### src/source/mshr_macros.svh
`ifndef MSHR_MACROS_SVH
`define MSHR_MACROS_SVH

// ====================
// entry counts
// ====================
`define MSHR_ENTRY_NUM      8
`define ALLOC_IDX_WIDTH     3

// address split of a request
`define TAG_WIDTH           20
`define INDEX_WIDTH         8
`define OFFSET_WIDTH        2
`define WAY_WIDTH           3

// top tag bits pick hash, block and ram
`define DEST_RAM_BITS       5

// evict burst, one beat per quarter line
`define EVICT_BEATS         4

// entry index in the high bits, beat in the low two
`define DB_ID_WIDTH         5

`define SIDEBAND_WIDTH      8

// transaction id fields
`define DIR_WIDTH           2
`define MASTER_ID_WIDTH     4
`define MODE_WIDTH          2
`define BYTE_SEL_WIDTH      2

// ====================
// opcodes
// ====================
`define OPCODE_WIDTH        2
`define OP_READ             2'd0
`define OP_WRITE            2'd1
`define OP_EVICT            2'd2
`define OP_LINEFILL         2'd3

`endif
### src/source/mshr_pkg.sv
`default_nettype none

`include "mshr_macros.svh"

package mshr_pkg;

    // direction 00 west, 01 east, 10 south, 11 north
    typedef struct packed {
        logic [`DIR_WIDTH-1:0]       direction_id;
        logic [`MASTER_ID_WIDTH-1:0] master_id;
        logic [`MODE_WIDTH-1:0]      mode;
        logic [`BYTE_SEL_WIDTH-1:0]  byte_sel;
    } txnid_t;

    typedef struct packed {
        logic [`TAG_WIDTH-1:0]    tag;
        logic [`INDEX_WIDTH-1:0]  index;
        logic [`OFFSET_WIDTH-1:0] offset;
    } addr_t;

    // ====================
    // allocation context
    // ====================
    typedef struct packed {
        txnid_t                      txnid;
        logic [`TAG_WIDTH-1:0]       tag;
        logic [`INDEX_WIDTH-1:0]     index;
        logic [`OFFSET_WIDTH-1:0]    offset;
        logic [`WAY_WIDTH-1:0]       way;
        logic [`ALLOC_IDX_WIDTH-1:0] alloc_idx;
        logic [`DB_ID_WIDTH-1:0]     wdb_entry_id;
        logic [`SIDEBAND_WIDTH-1:0]  sideband;
        logic                        hit;
        logic                        need_evict;
        logic                        need_linefill;
        logic                        is_read;
        logic                        is_write;
        logic                        hzd_pass;
        logic [`MSHR_ENTRY_NUM-1:0]  hzd_bitmap;
    } mshr_alloc_t;

    // evict beats and accesses share this one
    typedef struct packed {
        txnid_t                      txnid;
        logic [`OPCODE_WIDTH-1:0]    opcode;
        logic [`TAG_WIDTH-1:0]       tag;
        logic [`INDEX_WIDTH-1:0]     index;
        logic [`OFFSET_WIDTH-1:0]    offset;
        logic [`WAY_WIDTH-1:0]       way;
        logic [`DEST_RAM_BITS-1:0]   dest_ram_id;
        logic [`ALLOC_IDX_WIDTH-1:0] rob_entry_id;
        logic [`DB_ID_WIDTH-1:0]     db_entry_id;
        logic [`SIDEBAND_WIDTH-1:0]  sideband;
        logic                        last;
    } dataram_req_t;

    typedef struct packed {
        txnid_t                      txnid;
        addr_t                       addr;
        logic [`WAY_WIDTH-1:0]       way;
        logic [`DEST_RAM_BITS-1:0]   dest_ram_id;
        logic [`DB_ID_WIDTH-1:0]     db_entry_id;
        logic [`ALLOC_IDX_WIDTH-1:0] rob_entry_id;
        logic [`SIDEBAND_WIDTH-1:0]  sideband;
    } ds_req_t;

endpackage

`default_nettype wire

### src/source/mshr_entry_top.sv
`timescale 1ns/1ps
`default_nettype none

`include "mshr_macros.svh"

module mshr_entry_top
    import mshr_pkg::*;
(
    input  logic                       clk,
    input  logic                       rst_n,

    // allocation
    input  logic                       alloc_vld,
    output logic                       alloc_rdy,
    input  mshr_alloc_t                alloc_pld,

    // release and status
    input  logic [`MSHR_ENTRY_NUM-1:0] v_release_en,
    output logic                       release_en,
    output logic                       entry_active,

    // evict read into the evict data buffer
    output logic                       evict_vld,
    input  logic                       evict_rdy,
    output dataram_req_t               evict_pld,
    input  logic                       evict_clean,

    // linefill request to downstream memory
    output logic                       ds_req_vld,
    input  logic                       ds_req_rdy,
    output ds_req_t                    ds_req_pld,
    input  logic                       linefill_done,

    // data ram access
    output logic                       dataram_vld,
    input  logic                       dataram_rdy,
    output dataram_req_t               dataram_pld,
    input  logic                       access_done
);

    mshr_alloc_t                      ctx;
    logic                             start;
    logic                             evict_finish;
    logic                             linefill_finish;
    logic [$clog2(`EVICT_BEATS)-1:0]  evict_beat;
    dataram_req_t                     evict_beat_pld;
    ds_req_t                          ds_pld;
    dataram_req_t                     access_pld;
    logic                             access_needed;

    mshr_alloc_ctrl u_alloc_ctrl (
        .clk          (clk),
        .rst_n        (rst_n),
        .alloc_vld    (alloc_vld),
        .alloc_rdy    (alloc_rdy),
        .alloc_pld    (alloc_pld),
        .v_release_en (v_release_en),
        .release_en   (release_en),
        .ctx          (ctx),
        .start        (start),
        .entry_active (entry_active)
    );

    mshr_req_build u_req_build (
        .ctx           (ctx),
        .evict_beat    (evict_beat),
        .evict_pld     (evict_beat_pld),
        .ds_pld        (ds_pld),
        .access_pld    (access_pld),
        .access_needed (access_needed)
    );

    // ====================
    // phase chain
    // ====================
    mshr_phase_issuer #(
        .pld_t     (dataram_req_t),
        .NUM_BEATS (`EVICT_BEATS)
    ) u_evict_stage (
        .clk     (clk),
        .rst_n   (rst_n),
        .start   (start),
        .needed  (ctx.need_evict),
        .pld     (evict_beat_pld),
        .beat    (evict_beat),
        .req_vld (evict_vld),
        .req_rdy (evict_rdy),
        .req_pld (evict_pld),
        .done    (evict_clean),
        .finish  (evict_finish)
    );

    mshr_phase_issuer #(
        .pld_t     (ds_req_t),
        .NUM_BEATS (1)
    ) u_linefill_stage (
        .clk     (clk),
        .rst_n   (rst_n),
        .start   (evict_finish),
        .needed  (ctx.need_linefill),
        .pld     (ds_pld),
        .beat    (),
        .req_vld (ds_req_vld),
        .req_rdy (ds_req_rdy),
        .req_pld (ds_req_pld),
        .done    (linefill_done),
        .finish  (linefill_finish)
    );

    // its finish token is the entry release
    mshr_phase_issuer #(
        .pld_t     (dataram_req_t),
        .NUM_BEATS (1)
    ) u_access_stage (
        .clk     (clk),
        .rst_n   (rst_n),
        .start   (linefill_finish),
        .needed  (access_needed),
        .pld     (access_pld),
        .beat    (),
        .req_vld (dataram_vld),
        .req_rdy (dataram_rdy),
        .req_pld (dataram_pld),
        .done    (access_done),
        .finish  (release_en)
    );

endmodule

`default_nettype wire

### src/source/mshr_req_build.sv
`timescale 1ns/1ps
`default_nettype none

`include "mshr_macros.svh"

module mshr_req_build
    import mshr_pkg::*;
(
    input  mshr_alloc_t                      ctx,
    input  logic [$clog2(`EVICT_BEATS)-1:0]  evict_beat,
    output dataram_req_t                     evict_pld,
    output ds_req_t                          ds_pld,
    output dataram_req_t                     access_pld,
    output logic                             access_needed
);

    logic [`DEST_RAM_BITS-1:0] dest_ram_id;
    logic [`DB_ID_WIDTH-1:0]   entry_db_id;

    // hash id in the top 2 bits, then the ram select
    assign dest_ram_id = ctx.tag[`TAG_WIDTH-1 -: `DEST_RAM_BITS];

    // linefill and read buffers are owned by this entry
    assign entry_db_id = {ctx.alloc_idx, 2'b00};

    // ====================
    // evict beats
    // ====================
    always_comb begin
        evict_pld.txnid          = ctx.txnid;
        evict_pld.txnid.byte_sel = evict_beat;
        evict_pld.opcode         = `OP_EVICT;
        evict_pld.tag            = ctx.tag;
        evict_pld.index          = ctx.index;
        evict_pld.offset         = ctx.offset;
        evict_pld.way            = ctx.way;
        evict_pld.dest_ram_id    = dest_ram_id;
        evict_pld.rob_entry_id   = ctx.alloc_idx;
        evict_pld.db_entry_id    = {ctx.alloc_idx, evict_beat};
        evict_pld.sideband       = ctx.sideband;
        evict_pld.last           = (evict_beat == 2'(`EVICT_BEATS - 1));
    end

    // ====================
    // downstream linefill
    // ====================
    always_comb begin
        ds_pld.txnid        = ctx.txnid;
        ds_pld.addr.tag     = ctx.tag;
        ds_pld.addr.index   = ctx.index;
        ds_pld.addr.offset  = ctx.offset;
        ds_pld.way          = ctx.way;
        ds_pld.dest_ram_id  = dest_ram_id;
        ds_pld.db_entry_id  = entry_db_id;
        ds_pld.rob_entry_id = ctx.alloc_idx;
        ds_pld.sideband     = ctx.sideband;
    end

    // read or write, direction rides in txnid
    always_comb begin
        access_pld.txnid        = ctx.txnid;
        access_pld.opcode       = ctx.is_write ? `OP_WRITE : `OP_READ;
        access_pld.tag          = ctx.tag;
        access_pld.index        = ctx.index;
        access_pld.offset       = ctx.offset;
        access_pld.way          = ctx.way;
        access_pld.dest_ram_id  = dest_ram_id;
        access_pld.rob_entry_id = ctx.alloc_idx;
        access_pld.db_entry_id  = ctx.is_write ? ctx.wdb_entry_id : entry_db_id;
        access_pld.sideband     = ctx.sideband;
        access_pld.last         = 1'b1;
    end

    assign access_needed = ctx.is_read | ctx.is_write;

endmodule

`default_nettype wire

### src/source/mshr_phase_issuer.sv
`timescale 1ns/1ps
`default_nettype none

`include "mshr_macros.svh"

module mshr_phase_issuer
    import mshr_pkg::*;
#(
    parameter type pld_t     = dataram_req_t,
    parameter int  NUM_BEATS = 1,
    localparam int BEAT_W    = (NUM_BEATS > 1) ? $clog2(NUM_BEATS) : 1
) (
    input  logic              clk,
    input  logic              rst_n,

    input  logic              start,
    input  logic              needed,
    input  pld_t              pld,
    output logic [BEAT_W-1:0] beat,

    output logic              req_vld,
    input  logic              req_rdy,
    output pld_t              req_pld,

    input  logic              done,
    output logic              finish
);

    typedef enum logic [1:0] {
        ST_IDLE,
        ST_SEND,
        ST_WAIT
    } state_e;

    state_e            state;
    logic [BEAT_W-1:0] beat_q;
    logic              xfer;
    logic              last_beat;
    logic              finish_q;

    assign xfer      = req_vld && req_rdy;
    assign last_beat = (beat_q == BEAT_W'(NUM_BEATS - 1));

    // payload tracks the beat, so it holds while the beat does
    assign req_vld = (state == ST_SEND);
    assign req_pld = pld;
    assign beat    = beat_q;
    assign finish  = finish_q;

    // ====================
    // phase FSM
    // ====================
    always_ff @(posedge clk or negedge rst_n) begin
        if (!rst_n) begin
            state <= ST_IDLE;
        end else begin
            case (state)
                ST_IDLE: begin
                    if (start && needed) begin
                        state <= ST_SEND;
                    end
                end
                ST_SEND: begin
                    if (xfer && last_beat) begin
                        state <= ST_WAIT;
                    end
                end
                ST_WAIT: begin
                    if (done) begin
                        state <= ST_IDLE;
                    end
                end
                default: begin
                    state <= ST_IDLE;
                end
            endcase
        end
    end

    // beat counter restarts with each burst
    always_ff @(posedge clk or negedge rst_n) begin
        if (!rst_n) begin
            beat_q <= '0;
        end else if (start) begin
            beat_q <= '0;
        end else if (xfer && !last_beat) begin
            beat_q <= beat_q + 1'b1;
        end
    end

    // skipped phase passes the token straight on
    always_ff @(posedge clk or negedge rst_n) begin
        if (!rst_n) begin
            finish_q <= 1'b0;
        end else begin
            finish_q <= (state == ST_IDLE && start && !needed) ||
                        (state == ST_WAIT && done);
        end
    end

endmodule

`default_nettype wire

### src/source/mshr_alloc_ctrl.sv
`timescale 1ns/1ps
`default_nettype none

`include "mshr_macros.svh"

module mshr_alloc_ctrl
    import mshr_pkg::*;
(
    input  logic                       clk,
    input  logic                       rst_n,

    input  logic                       alloc_vld,
    output logic                       alloc_rdy,
    input  mshr_alloc_t                alloc_pld,

    input  logic [`MSHR_ENTRY_NUM-1:0] v_release_en,
    input  logic                       release_en,

    output mshr_alloc_t                ctx,
    output logic                       start,
    output logic                       entry_active
);

    logic                       idle;
    logic                       alloc_fire;
    logic                       waiting;
    logic                       hzd_clear;
    logic                       start_q;
    logic [`MSHR_ENTRY_NUM-1:0] keep_bitmap;
    mshr_alloc_t                ctx_q;

    assign alloc_fire   = alloc_vld && alloc_rdy;
    assign alloc_rdy    = idle;
    assign entry_active = ~idle;
    assign ctx          = ctx_q;
    assign start        = start_q;

    // ====================
    // occupancy
    // ====================
    always_ff @(posedge clk or negedge rst_n) begin
        if (!rst_n) begin
            idle <= 1'b1;
        end else if (alloc_fire) begin
            idle <= 1'b0;
        end else if (release_en) begin
            idle <= 1'b1;
        end
    end

    // request context, held for the life of the miss
    always_ff @(posedge clk) begin
        if (alloc_fire) begin
            ctx_q <= alloc_pld;
        end
    end

    // ====================
    // hazard wait
    // ====================
    // older entries drop out of the bitmap as they release
    always_ff @(posedge clk or negedge rst_n) begin
        if (!rst_n) begin
            keep_bitmap <= '0;
        end else if (alloc_fire) begin
            keep_bitmap <= alloc_pld.hzd_bitmap;
        end else begin
            keep_bitmap <= keep_bitmap & ~v_release_en;
        end
    end

    assign hzd_clear = ~|keep_bitmap;

    // set while the entry still owes its start token
    always_ff @(posedge clk or negedge rst_n) begin
        if (!rst_n) begin
            waiting <= 1'b0;
        end else if (alloc_fire) begin
            waiting <= ~alloc_pld.hzd_pass;
        end else if (waiting && hzd_clear) begin
            waiting <= 1'b0;
        end
    end

    // single pulse, either straight after allocation or once the bitmap drains
    always_ff @(posedge clk or negedge rst_n) begin
        if (!rst_n) begin
            start_q <= 1'b0;
        end else begin
            start_q <= (alloc_fire && alloc_pld.hzd_pass) || (waiting && hzd_clear);
        end
    end

endmodule

`default_nettype wire

### config.mk
export PLATFORM = sky130hd
export DESIGN_NAME = mshr_entry_top
export DESIGN_NICKNAME = d
export VERILOG_FILES = /design/src/source/mshr_pkg.sv /design/src/source/mshr_entry_top.sv /design/src/source/mshr_req_build.sv /design/src/source/mshr_phase_issuer.sv /design/src/source/mshr_alloc_ctrl.sv
export VERILOG_INCLUDE_DIRS = /design/src /design/src/source
export SDC_FILE = /design/constraint.sdc
export NUM_CORES = 1
export LEC_CHECK = 0
export ABC_AREA = 1
export ABC_CLOCK_PERIOD_IN_PS = 3850
export BUFFER_PORTS_ARGS = -buffer_cell sky130_fd_sc_hd__clkbuf_2
export CAP_MARGIN = 20
export CORE_AREA = 3 3 112 114
export CTS_CLUSTER_DIAMETER = 40
export DETAILED_ROUTE_END_ITERATION = 8
export DIE_AREA = 0 0 115 117
export PLACE_DENSITY = 0.73
export SLEW_MARGIN = 40
export SYNTH_ARGS = -nofsm -noshare
export SYNTH_HDL_FRONTEND = slang
export SYNTH_SLANG_ARGS = --single-unit
### constraint.sdc
create_clock -name clk -period 3.85 [get_ports clk]
set_input_delay 0.5775 -clock clk [delete_from_list [all_inputs] [get_ports clk]]
set_output_delay 0.5775 -clock clk [all_outputs]
set_load 0.05 [all_outputs]
# Word level (Yosys, flattened, before mapping)
# Index checks and enable logic that the tools add are counted.
# totals
output_inout_bits,204
register_bits,87
word_cells,124
input_bits,90
# op_classes
n_reduce_logical,45
n_mux,25
n_addsub,3
eq_ne,16
n_bitwise,7
# ops
operator,count
logical AND 1 bit,24
2-to-1 mux 2 bit,11
one-hot mux 2 bit (3 select lines),3
"inequality test 2 bit, second input constant",6
nonzero test 2 bit,5
2-to-1 mux 1 bit,9
AND reduction 3 bit,3
AND 8 bit,1
"equality test 2 bit, second input constant",4
2-to-1 mux 8 bit,1
NOT 8 bit,1
OR reduction 8 bit,1
"equality test 2 x 1 -> 1 bit, second input constant",3
logical NOT 2 bit,3
"inequality test 2 x 1 -> 1 bit, second input constant",3
logical NOT 1 bit,5
2-to-1 mux 5 bit,1
logical OR 1 bit,4
NOT 1 bit,4
"adder 1 bit, second input constant",2
"adder 2 x 1 -> 2 bit, second input constant",1
OR 1 bit,1

# Logic depth before layout (Yosys ltp)
# Gate-level depths: netlist of the first run.
# logic_depth
word_depth,5
mapped_depth,6

# By module
# A second synthesis of the first run with hierarchy kept.
# hier_totals
cells_unflattened,626
area_unflattened_um2,6351.1
# modules_own_cells
mod,seq_area_each_um2,area_per_inst_um2,n_inst,cells_each
mshr_alloc_ctrl,2468.6,2680.1,1,127
mshr_req_build,0.0,1515.2,1,211
mshr_phase_issuer at u_evict_stage,125.1,767.0,1,99
mshr_phase_issuer at u_access_stage,100.1,705.7,1,96
mshr_phase_issuer at u_linefill_stage,100.1,683.2,1,93

# Worst setup path before layout of the first run
# Ideal clock, no wire load.
# synth_timing
path_kind,register to output
start,"register u_evict_stage.beat_q[0], in the netlist u_evict_stage.beat[0]"
end,output port evict_pld[0] (netlist name)
path_stages_with_launch,3
path_slack_ns,2.114
arrival_time_ns,1.158
cell_sequence,dfrtp_1 > ha_1 > buf_4
# synth_between
elab_chain_len,1
# synth_rtl
item,line_no,source
start: declaration,mshr_phase_issuer.sv:36,logic [BEAT_W-1:0] beat_q;
start signal: assignment,mshr_phase_issuer.sv:87,beat_q <= beat_q + 1'b1;
equality test 2 bit,n/a,
end: declaration,mshr_entry_top.sv:25,"output dataram_req_t evict_pld,"
# No other way between the ends.

==> results.json, run 1 <==
{
  "fmax_ghz": 0.4953,
  "setup_slack_ns": 1.831,
  "routed_via_density": 4.259,
  "skew_ns": 0.005992,
  "routed-via-count": 2734,
  "dpl.hpwl_um": 7596,
  "status": "complete, no violations",
  "postCtsSetupRepairBufs": 0,
  "synth_top_area_share_pct": 42.35,
  "hold_buffers": 0,
  "layout_common_cells": "clkbuf_2 (286), edfxtp_1 (63), nand2_1 (27)",
  "syn2layout_area_growth_pct": 10.84,
  "hold_violations": 0,
  "final_common_cell": "clkbuf_2",
  "fin_crit_ns": 2.019,
  "power_density_mw_per_mm2": 722.4,
  "netlist_instances": 385,
  "r2r_setup_slack_ns": 2.27,
  "busiest_layer": "met2",
  "cts_sinks": 87,
  "synth_area_sq_mm": 0.004467,
  "max-vdd-ir-drop_uv": 506.9,
  "post-route-period-util_pct": 52.44,
  "final_nets": 585,
  "path_class": "reg -> out",
  "syn_avg_cell_area_sq_um": 11.60,
  "crit_path_end_kind": "primary output",
  "synth_ff_type": "edfxtp_1",
  "initial_core_util_pct": 38.79,
  "grt_use_met3_pct": 4.319,
  "layout.cells.non_filler": 642,
  "drtPass1Iterations": 4,
  "critPathBufInv": 1,
  "met2_usage_pct": 23.19,
  "cap_violations": 0,
  "fillers": 1073,
  "path_delay_family": "flip-flops",
  "grt_pass1_wl_um": 13230,
  "synth.area.top_cells": "edfxtp_1 (42%), buf_4 (32%), dfrtp_1 (13%)",
  "slew-limit-headroom_pct": 53.90,
  "path_cells": "mux2_2 -> clkbuf_2",
  "setup-tns-final_ns": 0,
  "die-height_um": 117,
  "arrival_ns": 1.44,
  "cts_tree": "yes",
  "io_pins": 294,
  "synthArstFlopShare_pct": 27.59,
  "slowest_stage": "edfxtp_1",
  "root_buffer": "clkbuf_16",
  "cp_max_fo": 7,
  "num_antenna_cells": 0,
  "ys_ff_latch": 87,
  "cts_resized": 0,
  "hold_class": "in -> async",
  "critical_path_required_ns": 3.27,
  "die_area_sq_mm": 0.01346,
  "p_leak_nw": 2.527,
  "grt.overflow.total": 0,
  "coreArea_sq_mm": 0.01152,
  "synth_warnings": 0,
  "pre_cts_ws_ns": 2.156,
  "die_w_um": 115,
  "synth_cell_types": 23,
  "clk_pin_slew_ns": 0.06,
  "drt_iter0_markers": 102,
  "grtUsageMet1_pct": 14.44,
  "cts_buffers": 9,
  "clk_path_buf_depth": 2,
  "tightest_slew_ns": 0.6916,
  "clk_latency_ns": 0.33,
  "ant_nets": 0,
  "antenna_found_initial": 0,
  "yosysTopAreaCell": "edfxtp_1",
  "dp.cells": 626,
  "gp_congestion": 0.7505,
  "ys_seq_area_share_pct": 55.83,
  "synth_edf_count": 63,
  "h-tree-depth": 3,
  "slew_viol_final": 0,
  "drc": 0,
  "grt_pass1_vias": 2608,
  "wl_per_cell_um": 14.67,
  "grt_usage_pct": 12.81,
  "io_buffers": 286,
  "whs_ns": 0.2448,
  "drt-total-wl_um": 9420,
  "rows": 39,
  "start_kind": "flip-flop",
  "rsz0062_at_grt": "false",
  "finalSetupViolations": 0,
  "critPathMaxStageDelay_ns": 0.50,
  "grt_max_degree": 82,
  "final_layout_size_suffix_gt1_share_pct": 62.73
}
-- report_power, final --
part / total [mW] / switching [mW] / internal (mW) / leakage, nW
registers: 1.28 / 0.105 / 1.18 / 0.899
logic: 1.42 / 1.17 / 0.256 / 1.48
clock network: 0.870 / 0.335 / 0.535 / 0.152
total: 3.58 / 1.61 / 1.97 / 2.53
-- synth_stat cells, types with 3 or more instances --
cell type / count
edfxtp_1: 63
nand3b_1: 3
mux2_2: 3
inv_1: 22
nand2_1: 27
buf_4: 191
nor2_1: 8
o31ai_1: 9
dfrtp_1: 23
o21ai_0: 6
nor2_2: 3
nand3_1: 14
-- metal layers --
metal,vias up,share of wire [%]
met4,0,0.94
met5,-,0
li1,1271,-
met3,10,8.4
met2,145,54
met1,1308,36
-- final timing paths --
check                                            start                          end  depth (start not counted)
worst min-delay path                             rst_n        u_access_stage.finish                          1
worst min register to register    u_alloc_ctrl.ctx[12]         u_evict_stage.finish                          1
worst max-delay path               u_alloc_ctrl.ctx[9]              dataram_pld[12]                          2
max in group asynchronous                        rst_n  u_alloc_ctrl.keep_bitmap[6]                          1
worst max register to register  u_alloc_ctrl.alloc_rdy         u_alloc_ctrl.ctx[52]                          2
min in group clk                         alloc_pld[65]         u_alloc_ctrl.ctx[65]                          1
-- kinds of logic after synthesis --
kind of cell | count (synthesis) | share of synthesized area (%)
buf+inv | 216 | 34.43
mux | 3 | 0.7562
compound gates | 17 | 2.437
simple gates | 59 | 6.107
flops | 87 | 55.83
fa+ha+maj | 1 | 0.2801
other cells | 2 | 0.1681
-- through the flow --
step                      total power, mW  area, sq um  util (%)
final                               3.577         4951     42.99
after global routing                3.750         4951     42.99
after CTS                           3.626         4951     42.99
after detailed placement            2.737         4649     40.37
after global placement              2.709         4647     40.35
after floorplan                     2.668         4482         -
-- layout make-up --
type | count | area, sq um | share of cell area [%]
inverter | 24 | 95.09 | 1.921
timing repair buffer | 286 | 1431 | 28.91
multi-input combinational | 86 | 450.4 | 9.098
tap | 143 | 178.9 | 3.614
clock buffer | 12 | 256.5 | 5.181
clock inverter | 4 | 45.04 | 0.9098
sequential | 87 | 2494 | 50.37
-- state kept, by name (all words and copies together), names as in the netlist --
signal / cells
u_linefill_stage.state: 2
u_access_stage.state: 2
u_evict_stage.beat: 2
u_linefill_stage.beat: 1
u_access_stage.finish: 1
u_evict_stage.finish: 1
u_alloc_ctrl.alloc_rdy: 1
u_linefill_stage.finish: 1
u_alloc_ctrl.ctx: 63
u_alloc_ctrl.waiting: 1
u_alloc_ctrl.keep_bitmap: 8
u_alloc_ctrl.start: 1
u_evict_stage.state: 2
u_access_stage.beat: 1
No activity file was read; power rests on OpenSTA's default activity.
==> run 2: changes to the inputs <==
--- a/config.mk
+++ b/config.mk
@@ -7,14 +7,14 @@
 export NUM_CORES = 1
 export LEC_CHECK = 0
 export ABC_AREA = 1
-export ABC_CLOCK_PERIOD_IN_PS = 3850
+export ABC_CLOCK_PERIOD_IN_PS = 1900
 export BUFFER_PORTS_ARGS = -buffer_cell sky130_fd_sc_hd__clkbuf_2
 export CAP_MARGIN = 20
-export CORE_AREA = 3 3 112 114
+export CORE_AREA = 3 3 113 115
 export CTS_CLUSTER_DIAMETER = 40
 export DETAILED_ROUTE_END_ITERATION = 8
-export DIE_AREA = 0 0 115 117
-export PLACE_DENSITY = 0.73
+export DIE_AREA = 0 0 116 118
+export PLACE_DENSITY = 0.72
 export SLEW_MARGIN = 40
 export SYNTH_ARGS = -nofsm -noshare
 export SYNTH_HDL_FRONTEND = slang
==> constraint.sdc (replaced) <==
create_clock -name clk -period 1.9 [get_ports clk]
set_input_delay 0.285 -clock clk [delete_from_list [all_inputs] [get_ports clk]]
set_output_delay 0.285 -clock clk [all_outputs]
set_load 0.05 [all_outputs]
==> run 2 against run 1 <==
Compared with the run above:
- cell count rose by 0.93%
- design area rose by 0.56%
- sequential share of layout area fell by 0.28 points
- non-clock buffer count rose by 2
- count of clock-buffer cells in the layout rose by 1
- wire length fell by 2.6%
- critical path type unchanged
- largest cell class unchanged
==> results.json, run 2 (same netlist as run 1, synthesis figures left out) <==
{
  "final_layout_size_suffix_gt1_share_pct": 62.67,
  "grt.overflow.total": 0,
  "fmax_ghz": 0.5842,
  "cts_buffers": 9,
  "h-tree-depth": 3,
  "status": "complete, no violations",
  "final_nets": 587,
  "syn2layout_area_growth_pct": 11.46,
  "crit_path_end_kind": "primary output",
  "die-height_um": 118,
  "start_kind": "flip-flop",
  "critical_path_required_ns": 1.62,
  "ant_nets": 0,
  "gp_congestion": 0.7612,
  "coreArea_sq_mm": 0.01191,
  "grt_pass1_wl_um": 13420,
  "finalSetupViolations": 0,
  "initial_core_util_pct": 37.50,
  "largest_register_ff_count": 63,
  "num_antenna_cells": 0,
  "max-vdd-ir-drop_uv": 903.2,
  "layout_common_cells": "clkbuf_2 (286), edfxtp_1 (63), nand2_1 (27)",
  "final_common_cell": "clkbuf_2",
  "grt_pass1_vias": 2666,
  "clk_pin_slew_ns": 0.06,
  "clk_latency_ns": 0.34,
  "routed_via_density": 4.164,
  "critPathMaxStageDelay_ns": 0.48,
  "post-route-period-util_pct": 90.10,
  "path_class": "reg -> out",
  "drc": 0,
  "r2r_start": "u_alloc_ctrl.alloc_rdy",
  "die_w_um": 116,
  "grt_max_degree": 82,
  "slowest_stage": "edfxtp_1",
  "min_to": "u_alloc_ctrl.ctx[67]",
  "dpl.hpwl_um": 7346,
  "min-delay-start": "alloc_pld[67]",
  "r2r_cells": 3,
  "hold_depth": 1,
  "drt-total-wl_um": 9171,
  "crit_start": "u_alloc_ctrl.ctx[9]",
  "r2r_setup_slack_ns": 0.47,
  "root_buffer": "clkbuf_16",
  "die_area_sq_mm": 0.01369,
  "slew_viol_final": 0,
  "drtPass1Iterations": 4,
  "tightest_slew_ns": 0.6000,
  "antenna_found_initial": 0,
  "rows": 40,
  "routed-via-count": 2698,
  "cts_resized": 0,
  "cts_sinks": 87,
  "io_pins": 294,
  "arrival_ns": 1.43,
  "path_delay_family": "flip-flops",
  "critPathBufInv": 1,
  "cap_violations": 0,
  "cts_tree": "yes",
  "wl_per_cell_um": 14.15,
  "drt_iter0_markers": 105,
  "cp_max_fo": 7,
  "io_buffers": 286,
  "hold_violations": 0,
  "reg2reg_to": "u_alloc_ctrl.ctx[33]",
  "power_density_mw_per_mm2": 1451,
  "rsz0062_at_grt": "false",
  "final_core_util_pct": 41.80,
  "slew-limit-headroom_pct": 60.00,
  "p_leak_nw": 2.538,
  "fin_crit_ns": 1.712,
  "skew_ns": 0.005581,
  "hold_class": "in -> reg",
  "clk_path_buf_depth": 2,
  "grt_usage_pct": 12.81,
  "path_cells": "mux2_2 -> clkbuf_2",
  "setup-tns-final_ns": 0
}
==> run 2: cell count changes in the layout (fill, tap and decap cells not counted), sizes merged <==
| cell | previous run | this run |
|---|---|---|
| dlygate4sd3 | 0 | 1 |
| bufinv | 1 | 0 |
| clkbuf | 298 | 299 |
| buf | 0 | 1 |
==> run 2: where the power goes <==
part / internal (mW) / total, mW / switching, mW
Clock: 1.03 / 1.72 / 0.694
Combinational: 0.535 / 2.91 / 2.37
Sequential: 2.38 / 2.59 / 0.210
==> run 2: repair_timing <==
item                      4_1_cts  5_1_grt
setup buffers                   0        0
hold buffers                    1        0
hold endpoints to repair       23        0
==> run 2: final cells by class <==
cell class | instances | area (sq um)
clock buffer | 13 | 281.5
clock inverter | 3 | 15.01
fill | 1142 | 6933
inverter | 24 | 92.59
multi-input combinational | 86 | 450.4
sequential | 87 | 2494
tap | 147 | 183.9
timing repair buffer | 288 | 1461
==> run 2: worst reg2reg max path, stage by stage, from the launching register on <==
cell,delay (ns)
dfstp_2,0.56
nand2_2,0.09
inv_4,0.07
buf_12,0.34
==> run 2: per-stage QoR <==
stage          area [sq um]  instances  setup slack (ns)  hold slack, ns  power [mW]
6_report               4979        648            0.1881          0.1189       7.224
5_1_grt                4979        648            0.1126          0.1010       7.541
4_1_cts                4979        648            0.1511         0.09835       7.317
3_5_place_dp           4672        631            0.4657          0.3175       5.556
3_3_place_gp           4672        631            0.4976          0.3144       5.502
2_1_floorplan          4482        389            0.1977        -0.01059       5.406
==> run 2: metal layers <==
layer  track usage, %  up-vias  share of wire, %
met2            22.99      141                53
met3            3.342       14               8.3
li1                 -     1279                 -
met1            13.28     1264                36
met4            6.962        0               2.5
met5                0        -                 0
==> run 2: worst max-delay path by stage <==
stage | end | cells past startpoint
2_1_floorplan | u_alloc_ctrl.ctx[10] | 3
3_5_place_dp | u_alloc_ctrl.ctx[51] | 3
6_report | dataram_pld[13] | 2
4_1_cts | dataram_pld[13] | 2
5_1_grt | dataram_pld[13] | 2
3_3_place_gp | u_alloc_ctrl.ctx[39] | 3
